==> src/xconf_pkg.sv <==
package xconf_pkg;

   // opcode width, sized for the five commands with room to grow
   localparam int OP_W = 3;

   // decoded command handed from the decode stage to the execute stage
   typedef enum logic [OP_W-1:0] {
      // no command this cycle
      OP_NONE  = 3'd0,
      // replace one field of the configuration vector
      OP_FIELD = 3'd1,
      // zero the whole vector
      OP_CLEAR = 3'd2,
      // copy the vector into a snapshot slot
      OP_STORE = 3'd3,
      // copy a snapshot slot back into the vector
      OP_LOAD  = 3'd4
   } conf_op_t;

   // index width for a table of n entries, at least one bit
   function automatic int sel_w(input int n);
      int w;
      w = 1;
      while ((1 << w) < n) begin
         w = w + 1;
      end
      return w;
   endfunction

   // address map layout, low to high:
   //   0 .. n_fields-1      field writes
   //   n_fields             clear
   //   top bit set          snapshot memory, low bits pick the slot
   //   anything else        unmapped
   // smallest address width that fits the field region, the clear
   // address and the memory region above them
   function automatic int min_addr_w(input int n_fields, input int mem_slots);
      int w;
      w = 1 + sel_w(n_fields + 1);
      if (w < 1 + sel_w(mem_slots)) begin
         w = 1 + sel_w(mem_slots);
      end
      return w;
   endfunction

endpackage

==> src/conf_cmd_if.sv <==
interface conf_cmd_if #(
   parameter int DATA_W    = 32,
   parameter int N_FIELDS  = 8,
   parameter int MEM_SLOTS = 4
);

   localparam int FIELD_W = xconf_pkg::sel_w(N_FIELDS);
   localparam int SLOT_W  = xconf_pkg::sel_w(MEM_SLOTS);

   // valid for one cycle whenever op is not OP_NONE
   xconf_pkg::conf_op_t op;
   logic [FIELD_W-1:0]  field;
   logic [SLOT_W-1:0]   slot;
   logic [DATA_W-1:0]   data;

   // decode stage drives the whole command
   modport source (
      output op, field, slot, data
   );

   // register file needs the field index and the write data
   modport reg_side (
      input op, field, data
   );

   // snapshot memory only needs the slot
   modport mem_side (
      input op, slot
   );

endinterface

==> src/conf_decoder.sv <==
module conf_decoder #(
   parameter int DATA_W    = 32,
   parameter int N_FIELDS  = 8,
   parameter int MEM_SLOTS = 4,
   parameter int ADDR_W    = 6
) (
   input  logic              clk,
   input  logic              reset,
   input  logic              ctr_valid,
   input  logic              ctr_we,
   input  logic [ADDR_W-1:0] ctr_addr,
   input  logic [DATA_W-1:0] ctr_data,
   output logic              unmapped_err,
   conf_cmd_if.source        cmd
);

   localparam int FIELD_W = xconf_pkg::sel_w(N_FIELDS);
   localparam int SLOT_W  = xconf_pkg::sel_w(MEM_SLOTS);
   localparam int MEM_BIT = ADDR_W - 1;
   localparam int IDX_W   = ADDR_W - 1;

   // the clear address and every slot have to fit under the top bit
   if (ADDR_W < xconf_pkg::min_addr_w(N_FIELDS, MEM_SLOTS)) begin : g_map_check
      $error("ADDR_W too narrow for the configuration address map");
   end

   logic                in_field;
   logic                in_clear;
   logic                in_mem;
   xconf_pkg::conf_op_t op_next;
   logic                err_next;

   // address regions
   always_comb begin
      in_field = (ctr_addr < ADDR_W'(N_FIELDS));
      in_clear = (ctr_addr == ADDR_W'(N_FIELDS));
      // slots past MEM_SLOTS count as unmapped
      in_mem   = ctr_addr[MEM_BIT] && (ctr_addr[IDX_W-1:0] < IDX_W'(MEM_SLOTS));
   end

   // strobe to opcode
   always_comb begin
      op_next  = xconf_pkg::OP_NONE;
      err_next = 1'b0;
      if (ctr_valid) begin
         if (in_clear) begin
            // clear ignores we
            op_next = xconf_pkg::OP_CLEAR;
         end else if (in_field) begin
            // no readback, so a field read is simply dropped
            if (ctr_we) begin
               op_next = xconf_pkg::OP_FIELD;
            end
         end else if (in_mem) begin
            op_next = ctr_we ? xconf_pkg::OP_STORE : xconf_pkg::OP_LOAD;
         end else begin
            err_next = 1'b1;
         end
      end
   end

   always_ff @(posedge clk) begin
      if (reset) begin
         cmd.op       <= xconf_pkg::OP_NONE;
         unmapped_err <= 1'b0;
      end else begin
         cmd.op       <= op_next;
         unmapped_err <= err_next;
      end
   end

   // payload only matters while op is live
   always_ff @(posedge clk) begin
      if (ctr_valid) begin
         cmd.field <= ctr_addr[FIELD_W-1:0];
         cmd.slot  <= ctr_addr[SLOT_W-1:0];
         cmd.data  <= ctr_data;
      end
   end

endmodule

==> src/conf_reg_file.sv <==
module conf_reg_file #(
   parameter int DATA_W   = 32,
   parameter int N_FIELDS = 8
) (
   input  logic                         clk,
   input  logic                         reset,
   conf_cmd_if.reg_side                 cmd,
   // selected snapshot from the memory
   input  logic [N_FIELDS*DATA_W-1:0]   snap,
   // configuration vector, field 0 in the low word
   output logic [N_FIELDS*DATA_W-1:0]   conf_out
);

   logic [DATA_W-1:0] fields [N_FIELDS];

   // one word per field, updated one edge after the command
   always_ff @(posedge clk) begin
      if (reset) begin
         for (int i = 0; i < N_FIELDS; i++) begin
            fields[i] <= '0;
         end
      end else begin
         case (cmd.op)
            xconf_pkg::OP_FIELD: begin
               // decoder only issues in-range field indices
               fields[cmd.field] <= cmd.data;
            end
            xconf_pkg::OP_CLEAR: begin
               for (int i = 0; i < N_FIELDS; i++) begin
                  fields[i] <= '0;
               end
            end
            xconf_pkg::OP_LOAD: begin
               // snap is read combinationally in this same stage
               for (int i = 0; i < N_FIELDS; i++) begin
                  fields[i] <= snap[i*DATA_W +: DATA_W];
               end
            end
            default: begin
               // store and none keep the vector as is
            end
         endcase
      end
   end

   // flatten the fields onto the vector
   for (genvar g = 0; g < N_FIELDS; g++) begin : g_pack
      assign conf_out[g*DATA_W +: DATA_W] = fields[g];
   end

endmodule

==> src/conf_mem.sv <==
module conf_mem #(
   parameter int DATA_W    = 32,
   parameter int N_FIELDS  = 8,
   parameter int MEM_SLOTS = 4
) (
   input  logic                         clk,
   conf_cmd_if.mem_side                 cmd,
   // live configuration vector, captured on store
   input  logic [N_FIELDS*DATA_W-1:0]   conf_in,
   // addressed slot, read without a register
   output logic [N_FIELDS*DATA_W-1:0]   snap
);

   localparam int CONF_W = N_FIELDS * DATA_W;

   // snapshot storage, contents undefined until stored
   logic [CONF_W-1:0] slots [MEM_SLOTS];

   // store takes the vector as it stands before this edge, so every
   // earlier command has already landed in conf_in
   always_ff @(posedge clk) begin
      if (cmd.op == xconf_pkg::OP_STORE) begin
         slots[cmd.slot] <= conf_in;
      end
   end

   // combinational read lets a load finish in the execute stage
   assign snap = slots[cmd.slot];

endmodule

==> src/xconf.sv <==
module xconf #(
   parameter int DATA_W    = 32,
   parameter int N_FIELDS  = 8,
   parameter int MEM_SLOTS = 4,
   parameter int ADDR_W    = 6
) (
   input  logic                         clk,
   input  logic                         reset,

   // host control bus
   input  logic                         ctr_valid,
   input  logic                         ctr_we,
   input  logic [ADDR_W-1:0]            ctr_addr,
   input  logic [DATA_W-1:0]            ctr_data,

   // configuration vector to the data engine
   output logic [N_FIELDS*DATA_W-1:0]   conf_out,
   // one-cycle pulse for a strobe outside the map
   output logic                         unmapped_err
);

   localparam int CONF_W = N_FIELDS * DATA_W;

   // memory side of the register file loop
   logic [CONF_W-1:0] snap;

   // registered command between the two stages
   conf_cmd_if #(
      .DATA_W    (DATA_W),
      .N_FIELDS  (N_FIELDS),
      .MEM_SLOTS (MEM_SLOTS)
   ) cmd_bus ();

   conf_decoder #(
      .DATA_W    (DATA_W),
      .N_FIELDS  (N_FIELDS),
      .MEM_SLOTS (MEM_SLOTS),
      .ADDR_W    (ADDR_W)
   ) u_decoder (
      .clk          (clk),
      .reset        (reset),
      .ctr_valid    (ctr_valid),
      .ctr_we       (ctr_we),
      .ctr_addr     (ctr_addr),
      .ctr_data     (ctr_data),
      .unmapped_err (unmapped_err),
      .cmd          (cmd_bus.source)
   );

   // execute stage, both halves act on the same edge
   conf_reg_file #(
      .DATA_W   (DATA_W),
      .N_FIELDS (N_FIELDS)
   ) u_reg_file (
      .clk      (clk),
      .reset    (reset),
      .cmd      (cmd_bus.reg_side),
      .snap     (snap),
      .conf_out (conf_out)
   );

   conf_mem #(
      .DATA_W    (DATA_W),
      .N_FIELDS  (N_FIELDS),
      .MEM_SLOTS (MEM_SLOTS)
   ) u_mem (
      .clk     (clk),
      .cmd     (cmd_bus.mem_side),
      .conf_in (conf_out),
      .snap    (snap)
   );

endmodule

==> config.mk <==
export PLATFORM = sky130hd
export DESIGN_NAME = xconf
export DESIGN_NICKNAME = d
export VERILOG_FILES = /design/src/xconf_pkg.sv /design/src/conf_cmd_if.sv /design/src/conf_decoder.sv /design/src/conf_reg_file.sv /design/src/conf_mem.sv /design/src/xconf.sv
export SDC_FILE = /design/constraint.sdc
export NUM_CORES = 1
export LEC_CHECK = 0
export BUFFER_PORTS_ARGS = -buffer_cell sky130_fd_sc_hd__buf_2
export CAP_MARGIN = 20
export CORE_MARGIN = 1.5
export CORE_UTILIZATION = 37
export CTS_CLUSTER_DIAMETER = 50
export DETAILED_ROUTE_END_ITERATION = 10
export GPL_ROUTABILITY_DRIVEN = 0
export REMOVE_ABC_BUFFERS = 1
export SYNTH_ARGS = -nofsm -noshare
export SYNTH_HDL_FRONTEND = slang
export SYNTH_SLANG_ARGS = --single-unit
==> constraint.sdc <==
create_clock -name clk -period 33 [get_ports clk]
set_input_delay 3.3 -clock clk [delete_from_list [all_inputs] [get_ports clk]]
set_output_delay 3.3 -clock clk [all_outputs]
set_load 0.02 [all_outputs]
==> results.md, run 1 <==
- Fin crit share: 16.9%
- Wire length per cell: about 28 um
- # DRC: 0
- Final antenna-violating net count: 0
- Drt via density: 5.42
- Antenna violations before repair: 1
- Family with the most delay on the worst path: simple AND/OR/NAND/NOR gates
- Mapped Cells: 2021
- NumNets Final: between 2k and 2.5k
- Routed via count: 22.9k
- Final Hold Viols: 0
- CTS buffer count: about 150
- Max Cap Viol: 0
- Critical path class: input port to register
- Slew HR: 27.9%
- Worst-Margin Slew: 1.08 ns
- Gr usage total: between 15 and 20%
- Final WL: 119000 um
- #FFs+latches synth: about 1.3k
- Clk pin slew, worst setup/hold paths: 0.06 ns
- Maximum vdd drop: 0.0451 mV
- Commonest non-fill, non-tap cell in the layout: edfxtp_1
- # resized after CTS: 0
- Initial DRT Pass Iterations: 5
- H-tree depth: 4
- Required time worst endpoint: 33.38 ns
- CP peak stage delay: about 0.84 ns
- Setup TNS: 0 ns
- Global route overflow: 0
- Final instance area: 57200 um^2
- Setup Viol. Count Final: 0
- First-pass GRT wire length: 172000 um
- Synth Cell Area: 48700 um^2
- CP bufs+invs: 2
- Ratio of cells with drive above 1 in the final layout: 35.4%
- Tmin final: 5.59 ns
- Commonest non-fill, non-tap cells in the layout: edfxtp_1, buf_2, mux4_2
- Area grow syn2layout: 17.4%
- Full die area: 134000 um^2
- Hold Buf Count CTS: 0
- Critical path fanouts, max: 33
- Final slew viol count: 0
- Synth cell types: 28
- Sink Count: about 1.3k
- Starting Density: between 30% and 40%
- Slowest stage cell, crit path: or4b_1
- Yosys warnings: 0
- PwrDens: between 60 and 70 nW/um^2
- Worst Hold Class: register to register
- DRT iter0 DRCs: 2328
- Root Buffer: clkbuf_16
- HPWL after detailed placement: about 64000 um
- Leakage: approximately 0.019 uW
- Top-Level Pins: 299
- Outcome: complete, no violations
- Sequential share of the synthesized area: approximately 80%
- Fill cells: 11.0k
- Post-CTS setup buffers: 0
- RSZ-0062 raised after global routing: false
- Setup crit end kind: register
- Vias in the first global route: between 20k and 25k
- Largest net degree at the start of global routing: 140
- CTS tree: done
- DP Area: 52100 um^2
- CP Launch Type: input port
- Fin Clk Skew: 0.0303 ns
- WP data arrival: 5.97 ns
- Fmax: 179 MHz
- Deepest clock path buffer count: 3
- Cell row count: 132
- Worst skew pair latency: 0.77 ns
- Cells along the critical path: buf_2 -> or4b_1 -> nor3_4 -> buf_4 -> nand2b_4
- Total power: 3730 uW
- Port bufs: 298
- Die H: roughly 370 um
- Core footprint: 130000 um^2
- Die Wd: 366 um
- Syn Area/Cell: 24.1 um^2
==> logic make-up after synthesis <==
kind of cell           count (synthesis)  synth area share, %
buffers and inverters                145                 1.42
flip-flops                          1321                 81.3
AND/OR/NAND/NOR                       36                0.616
XOR/XNOR                               1               0.0180
multiplexers                         258                 11.9
AO/OA/AOI/OAI                        260                 4.75
==> stage by stage <==
| stage | util (%) | hold slack (ns) | setup slack (ns) | cells |
|---|---|---|---|---|
| 3_5_place_dp | 40.1 | 0.504 | 26.64 | 3953 |
| 3_3_place_gp | 40.1 | 0.495 | 26.63 | 3953 |
| 4_1_cts | 43.9 | 0.516 | 27.44 | 4226 |
| 5_1_grt | 43.9 | 0.535 | 27.37 | 4227 |
| 6_report | 43.9 | 0.518 | 27.41 | 4227 |
| 2_1_floorplan | - | 0.638 | 8.23 | 1879 |
==> path summary, 6_finish.rpt <==
kind                                      startpoint                                  to  slack (ns)  cells after the start
setup / recovery                               reset  u_reg_file.fields[3][12]$_DFFE_PP_       27.41                      5
hold / removal    u_reg_file.fields[7][26]$_DFFE_PP_       u_mem.slots[3][250]$_DFFE_PP_        0.52                      0
setup reg to reg    u_decoder.cmd.field[1]$_DFFE_PP_       u_mem.slots[3][107]$_DFFE_PP_       29.10                      5
hold reg to reg   u_reg_file.fields[7][26]$_DFFE_PP_       u_mem.slots[3][250]$_DFFE_PP_        0.52                      0
==> registers in the layout, indices dropped and copies added, names as in the netlist, named ones only <==
signal / flops
u_decoder.cmd.slot: 1
u_decoder.cmd.data: 32
u_reg_file.fields: 256
u_decoder.cmd.op: 3
u_mem.slots: 1024
u_decoder.unmapped_err: 1
u_decoder.cmd.field: 2
==> routing by layer <==
layer | vias to the layer above | GRT usage (%) | share of wire (%)
met3 | 147 | 5.88 | 8.6
met5 | - | 0 | 0
met2 | 815 | 26.6 | 46
met4 | 0 | 5.20 | 2.2
li1 | 9438 | - | -
met1 | 12500 | 24.5 | 43
==> power by group <==
group | internal, uW | switching [uW] | leakage, uW
sequential | 1860 | 37.4 | 0.0123
clock | 1010 | 672 | 0.00245
combinational | 61.8 | 87.4 | 0.00411
==> synthesized netlist by cell type <==
master | n | area share [%]
edfxtp_1 | 1315 | 81
mux4_2 | 256 | 12
a22o_1 | 219 | 3.9
clkbuf_1 | 57 | 0.44
a22o_2 | 37 | 0.76
buf_1 | 33 | 0.25
buf_2 | 29 | 0.30
buf_4 | 16 | 0.25
nand2b_1 | 11 | 0.14
buf_6 | 7 | 0.16
nor2_1 | 7 | 0.054
dfxtp_1 | 6 | 0.25
nor3_4 | 6 | 0.20
nand2_1 | 3 | 0.023
a21oi_1 | 2 | 0.021
inv_1 | 2 | 0.015
mux2_2 | 2 | 0.046
nor4_4 | 2 | 0.087
nor4b_1 | 2 | 0.036
a211oi_1 | 1 | 0.015
a41o_1 | 1 | 0.021
inv_2 | 1 | 0.0077
nand3b_1 | 1 | 0.015
nand4_1 | 1 | 0.013
nor3_1 | 1 | 0.010
nor3b_1 | 1 | 0.015
or4b_1 | 1 | 0.021
xor2_1 | 1 | 0.018
==> final cells by class <==
cell class	instances	area [um^2]	area share, %
repair buffers	332	1810	3.17
multi-input cells	555	8510	14.9
flip-flops and latches	1321	39600	69.3
clock buffers	187	4090	7.16
diodes	1	2.50	0.00438
inverters	3	11.3	0.0197
clock inverters	86	952	1.67
well taps	1742	2180	3.81
Power figures use the tool's default switching activity.
==> inputs of run 2 (changes only) <==
==> constraint.sdc (replaced) <==
create_clock -name clk -period 5.6 [get_ports clk]
set_input_delay 0.56 -clock clk [delete_from_list [all_inputs] [get_ports clk]]
set_output_delay 0.56 -clock clk [all_outputs]
set_load 0.02 [all_outputs]
==> results.md, run 2 (same netlist as run 1, synthesis figures left out) <==
- Outcome: complete, no violations (unchanged)
- Slowest stage cell, crit path: or4b_1 (unchanged)
- Worst-Margin Slew: 1.14 ns (was 1.08 ns)
- CTS buffer count: 150 (was 151)
- Logic pwr share: 4.2% (was 4.0%)
- Commonest non-fill, non-tap cells in the layout: edfxtp_1, buf_2, mux4_2 (unchanged)
- Drt via density: 5.42 (about the same)
- Vias in the first global route: 23.8k (was 23.5k)
- Post-route setup slack: 2.15 ns (was 27.41 ns)
- CTS tree: done (unchanged)
- Hold_sp: ctr_addr[2] (was u_reg_file.fields[7][26]$_DFFE_PP_)
- HPWL after detailed placement: 63600 um (was 64200 um)
- Worst skew pair latency: 0.76 ns (was 0.77 ns)
- # DRC: 0 (unchanged)
- Max Cap Viol: 0 (unchanged)
- Die H: 366 um (unchanged)
- Routed via count: 23.1k (was 22.9k)
- Critical path class: register to register (was input port to register)
- Final antenna-violating net count: 0 (unchanged)
- Largest net degree at the start of global routing: 149 (was 140)
- Tmin final: 3.45 ns
- Deepest clock path buffer count: 3 (unchanged)
- Area grow syn2layout: 17.8% (was 17.4%)
- Sequential Power Share: 52.1% (was 51.0%)
- Setup TNS: 0 ns (unchanged)
- Hold EP: u_decoder.cmd.field[2]$_DFFE_PP_ (was u_mem.slots[3][250]$_DFFE_PP_)
- Final instance area: 57400 um^2 (was 57200 um^2)
- Dpl ws: 1.90 ns (was 26.64 ns)
- DP Area: 52300 um^2 (was 52100 um^2)
- Cell row count: 132 (unchanged)
- Antenna violations before repair: 1 (unchanged)
- Gr busiest metal: met2 (unchanged)
- Wire length per cell: 27.8 um (was 28.2 um)
- Met1 usage: 24.9% (was 24.5%)
- DRT iter0 DRCs: 2190 (was 2328)
- Setup crit end kind: register (unchanged)
- Initial DRT Pass Iterations: 5 (unchanged)
- Slew HR: 24.3% (was 27.9%)
- CP Launch Type: register (was input port)
- Starting Density: 37.4% (unchanged)
- Top reg by flops: u_mem.slots (unchanged)
- Final WL: 118000 um (was 119000 um)
- Hold path cells: 1 (was 0)
- Root Buffer: clkbuf_16 (unchanged)
- Max reg flops: 1024 (unchanged)
- Global route overflow: 0 (unchanged)
- Global-route met2 utilization: 26.4% (was 26.6%)
- Top-Level Pins: 299 (unchanged)
- Fin Clk Skew: 0.0237 ns (was 0.0303 ns)
- CP peak stage delay: 0.92 ns (was 0.84 ns)
- WP data arrival: 3.83 ns (was 5.97 ns)
- R2R setup slack: 2.15 ns (was 29.10 ns)
- Core footprint: 130000 um^2 (unchanged)
- Hold WS: 0.0755 ns (was 0.518 ns)
- NumNets Final: 2438 (was 2406)
- H-tree depth: 4 (unchanged)
- Fin crit share: 61.5%
- Ratio of cells with drive above 1 in the final layout: 34.6% (was 35.4%)
- Critical path fanouts, max: 33 (unchanged)
- Worst Hold Class: input port to register (was register to register)
- First-pass GRT wire length: 172000 um (about the same)
- PwrDens: 374 nW/um^2 (was 65.2 nW/um^2)
- Internal: 16800 uW (was 2930 uW)
- Switching pwr: 4690 uW (was 797 uW)
- Fmax: between 200 and 300 MHz
- Total power: 21500 uW (was 3730 uW)
- Critical R2R Launch: u_decoder.cmd.op[1]$_SDFF_PP0_ (was u_decoder.cmd.field[1]$_DFFE_PP_)
- Gr usage total: 17.6% (was 17.7%)
- RSZ-0062 raised after global routing: false (unchanged)
- Reg2reg end: u_reg_file.fields[3][16]$_DFFE_PP_ (was u_mem.slots[3][107]$_DFFE_PP_)
- Cells along the critical path: or4b_1 -> nor3_4 -> buf_4 -> nand2b_4 (was buf_2 -> or4b_1 -> nor3_4 -> buf_4 -> nand2b_4)
- Sink Count: 1321 (unchanged)
- Die Wd: 366 um (unchanged)
- Sw frac: 21.8% (was 21.4%)
- Setup Viol. Count Final: 0 (unchanged)
- Port bufs: 298 (unchanged)
- Required time worst endpoint: 5.98 ns (was 33.38 ns)
- Clk pin slew, worst setup/hold paths: 0.06 ns (about the same)
- Commonest non-fill, non-tap cell in the layout: edfxtp_1 (unchanged)
- Final slew viol count: 0 (unchanged)
- Clock power share: 43.7% (was 45.0%)
- Full die area: 134000 um^2 (unchanged)
- Maximum vdd drop: 0.228 mV (was 0.0451 mV)
- Final Hold Viols: 0 (unchanged)
- Worst r2r path cells: 4 (was 5)
- Top flop regs: u_mem.slots (1024), u_reg_file.fields (256), u_decoder.cmd.data (32) (unchanged)
- Leakage: 0.0189 uW (was 0.0188 uW)
- Met3 usage: 4.83% (was 5.88%)
==> run 2: cell count changes in the layout (fill, tap and decap cells not counted), sizes merged <==
cell,delta
inv,+10
buf,-1
bufinv,-8
clkinv,-2
clkinvlp,+1
clkbuf,-4
dlygate4sd3,+34
==> run 2: worst max-delay path: cells and delay by family (launching register included) <==
family | cells | cell delay, ns
buf+inv | 1 | 0.64
simple gates | 3 | 2.02
flops | 1 | 0.34
==> run 2: worst max path at each step <==
stage,from,end,slack [ns]
6_report,u_decoder.cmd.op[1]$_SDFF_PP0_,u_reg_file.fields[3][16]$_DFFE_PP_,2.15
4_1_cts,u_decoder.cmd.op[1]$_SDFF_PP0_,u_reg_file.fields[3][11]$_DFFE_PP_,2.18
5_1_grt,u_decoder.cmd.op[1]$_SDFF_PP0_,u_reg_file.fields[3][10]$_DFFE_PP_,2.03
3_5_place_dp,reset,u_reg_file.fields[3][11]$_DFFE_PP_,1.90
3_3_place_gp,reset,u_reg_file.fields[5][12]$_DFFE_PP_,1.93
2_1_floorplan,reset,u_reg_file.fields[0][10]$_DFFE_PP_,-16.43
==> run 2: what timing repair did <==
action | in CTS | in global routing
hold buffers | 34 | 0
endpoints found under the setup margin | 0 | 0
gates resized for setup | 0 | 0
hold endpoints to repair | 35 | 0
setup buffers | 0 | 0
==> run 2: power groups by stage <==
stage / logic [uW] / registers, uW / clock network, uW
4_1_cts: 929 / 11200 / 9600
6_report: 901 / 11200 / 9400
2_1_floorplan: 622 / 11500 / 0
5_1_grt: 962 / 11200 / 9990
3_3_place_gp: 905 / 11400 / 0
3_5_place_dp: 909 / 11400 / 0
==> run 2: layout make-up <==
class	count	area, um^2
fill	11100	72800
sequential	1321	39600
multi-input combinational	555	8510
clock buffer	183	3980
timing repair buffer	365	2310
tap	1742	2180
clock inverter	87	759
inverter	3	11.3
antenna	1	2.50
==> run 2: layer usage <==
metal	vias to the layer above	part of all wire [%]	wire length, um
li1	9506	-	-
met3	166	7.8	9210
met2	882	46	55000
met1	12500	43	51200
met4	0	2.5	3000
met5	-	0	0
==> run 2: metrics by stage <==
stage | instances | util [%]
floorplan | 1879 | -
global placement | 3951 | 40.2
detailed placement | 3952 | 40.2
CTS | 4256 | 44.1
global route | 4257 | 44.1
finish | 4257 | 44.1
==> inputs of run 3 (changes only) <==
==> constraint.sdc (replaced) <==
create_clock -name clk -period 3.26 [get_ports clk]
set_input_delay 0.326 -clock clk [delete_from_list [all_inputs] [get_ports clk]]
set_output_delay 0.326 -clock clk [all_outputs]
set_load 0.02 [all_outputs]
==> results.md, run 3 (same netlist as run 1, synthesis figures left out) <==
- Outcome: complete, no violations (unchanged)
- CP Launch Type: register (unchanged)
- Final WL: 122000 um (was 118000 um)
- Final slew viol count: 0 (unchanged)
- Slew HR: 41.7% (was 24.3%)
- Worst skew pair latency: 0.76 ns (about the same)
- Antenna violations before repair: 1 (unchanged)
- Deepest clock path buffer count: 3 (unchanged)
- Global route overflow: 0 (unchanged)
- Gr usage total: 18.1% (was 17.6%)
- Wire length per cell: 28.4 um (was 27.8 um)
- Switching pwr: 8230 uW (was 4690 uW)
- R2R setup slack: 0.59 ns (was 2.15 ns)
- Met3 usage: 6.39% (was 4.83%)
- Critical R2R Launch: u_decoder.cmd.op[1]$_SDFF_PP0_ (unchanged)
- # DRC: 0 (unchanged)
- RSZ-0062 raised after global routing: false (unchanged)
- Cell row count: 132 (unchanged)
- Worst-Margin Slew: 0.874 ns (was 1.14 ns)
- Setup TNS: 0 ns (unchanged)
- N_diodes: 0 (was 1)
- Ratio of cells with drive above 1 in the final layout: 35.1% (was 34.6%)
- Setup crit end kind: register (unchanged)
- Required time worst endpoint: 3.88 ns (was 5.98 ns)
- Fill cells: 11.0k (was 11.1k)
- Post-route setup slack: 0.588 ns (was 2.15 ns)
- NumNets Final: 2470 (was 2438)
- Die Wd: 366 um (unchanged)
- Worst r2r path cells: 4 (unchanged)
- Setup Viol. Count Final: 0 (unchanged)
- Core footprint: 130000 um^2 (unchanged)
- Non-Filler Instances: 4292 (was 4257)
- Max reg flops: 1024 (unchanged)
- Root Buffer: clkbuf_16 (unchanged)
- Fmax: 374 MHz (was 290 MHz)
- Maximum vdd drop: 0.442 mV (was 0.228 mV)
- Final Hold Viols: 0 (unchanged)
- Starting Density: 37.4% (unchanged)
- CTS buffer count: 148 (was 150)
- Critical path fanouts, max: 32 (was 33)
- Die H: 366 um (unchanged)
- First-pass GRT wire length: 175000 um (was 172000 um)
- Hold_sp: reset (was ctr_addr[2])
- Internal: 29000 uW (was 16800 uW)
- DRT iter0 DRCs: 2206 (was 2190)
- CTS tree: done (unchanged)
- Leakage: 0.0191 uW (was 0.0189 uW)
- Vias in the first global route: 23.9k (was 23.8k)
- Logic pwr share: 4.5% (was 4.2%)
- Clk pin slew, worst setup/hold paths: 0.06 ns (about the same)
- Top reg by flops: u_mem.slots (unchanged)
- Dpl ws: 0.502 ns (was 1.90 ns)
- HPWL after detailed placement: 67800 um (was 63600 um)
- Reg2reg end: u_reg_file.fields[5][29]$_DFFE_PP_ (was u_reg_file.fields[3][16]$_DFFE_PP_)
- Sequential Power Share: 51.6% (was 52.1%)
- Largest net degree at the start of global routing: 135 (was 149)
- Drt via density: 5.44 (was 5.42)
- Full die area: 134000 um^2 (unchanged)
- Top-Level Pins: 299 (unchanged)
- Area grow syn2layout: 19.0% (was 17.8%)
- Initial DRT Pass Iterations: 7 (was 5)
- Worst Hold Class: input port to register (unchanged)
- Clock power share: 43.9% (was 43.7%)
- Met1 usage: 25.1% (was 24.9%)
- DP Area: 52700 um^2 (was 52300 um^2)
- Hold path cells: 4 (was 1)
- Critical path class: register to register (unchanged)
- Commonest non-fill, non-tap cells in the layout: edfxtp_1, buf_2, mux4_2 (unchanged)
- Tmin final: 2.67 ns (was 3.45 ns)
- Commonest non-fill, non-tap cell in the layout: edfxtp_1 (unchanged)
- Hold EP: u_decoder.unmapped_err$_SDFF_PP0_ (was u_decoder.cmd.field[2]$_DFFE_PP_)
- H-tree depth: 4 (unchanged)
- Fin crit share: 82.0% (was 61.5%)
- Final antenna-violating net count: 0 (unchanged)
- Global-route met2 utilization: 26.6% (was 26.4%)
- Sw frac: 22.1% (was 21.8%)
- Fin Clk Skew: 0.0233 ns (was 0.0237 ns)
- Sink Count: 1321 (unchanged)
- Placed cells: 3978 (was 3952)
- Max Cap Viol: 0 (unchanged)
- PwrDens: 642 nW/um^2 (was 374 nW/um^2)
- WP data arrival: 3.29 ns (was 3.83 ns)
- Routed via count: 23.3k (was 23.1k)
- Port bufs: 298 (unchanged)
- Top flop regs: u_mem.slots (1024), u_reg_file.fields (256), u_decoder.cmd.data (32) (unchanged)
- Gr busiest metal: met2 (unchanged)
- Final instance area: 58000 um^2 (was 57400 um^2)
run 3: changes by cell type in the layout (fill, tap and decap cells not counted), sizes merged:
cell / delta
diode: -1
inv: -8
bufinv: +2
clkinv: +13
dlygate4sd3: +8
clkinvlp: -3
clkbuf: -2
buf: +26
run 3: metal layers:
metal	vias to the layer above	wire [um]	part of all wire, %
li1	9565	-	-
met1	12700	51600	42
met2	890	55800	46
met3	169	11600	9.5
met4	0	3040	2.5
met5	-	0	0
run 3: worst max-delay path by stage:
stage | start | end | slack [ns] | cells past startpoint
after global placement | reset | u_reg_file.fields[7][3]$_DFFE_PP_ | 0.54 | 4
final | u_decoder.cmd.op[1]$_SDFF_PP0_ | u_reg_file.fields[5][29]$_DFFE_PP_ | 0.59 | 4
after detailed placement | reset | u_reg_file.fields[7][11]$_DFFE_PP_ | 0.50 | 4
after global routing | u_decoder.cmd.op[1]$_SDFF_PP0_ | u_reg_file.fields[7][21]$_DFFE_PP_ | 0.50 | 3
after CTS | u_decoder.cmd.op[1]$_SDFF_PP0_ | u_reg_file.fields[7][21]$_DFFE_PP_ | 0.55 | 3
after floorplan | reset | u_reg_file.fields[0][10]$_DFFE_PP_ | -18.53 | 2
run 3: cell type report:
| type | instances | area (um^2) | area share, % |
|---|---|---|---|
| Sequential cell | 1321 | 39600 | 68.3 |
| Multi-Input combinational cell | 555 | 8510 | 14.7 |
| Clock buffer | 181 | 3910 | 6.75 |
| Timing Repair Buffer | 399 | 2820 | 4.86 |
| Tap cell | 1742 | 2180 | 3.76 |
| Clock inverter | 91 | 921 | 1.59 |
| Inverter | 3 | 11.3 | 0.0194 |
run 3: critical path, cell delays in order (launching register included):
cell and delay (ns):
dfxtp_1 0.35, or4b_1 0.93, nor3_4 0.32, buf_4 0.62, a22o_1 0.26
run 3: metrics by stage:
stage                     util (%)  hold WS [ns]  power, uW
after global routing          44.5         0.122      38300
after floorplan                  -         0.402      20800
after CTS                     44.5        0.0556      37600
final                         44.5         0.137      37200
after detailed placement      40.5         0.504      21200
after global placement        40.5         0.492      21200
run 3: timing repair:
item                      CTS  global route
resized for setup           0             0
hold endpoints to repair   41             0
setup buffers               0             0
hold buffers               42             0
run 3: power by group through the flow:
stage	sequential (uW)	clock, uW	combinational [uW]
finish	19200	16300	1660
global route	19200	17300	1760
CTS	19200	16700	1690
detailed placement	19600	0	1650
global placement	19500	0	1640
floorplan	19800	0	1070
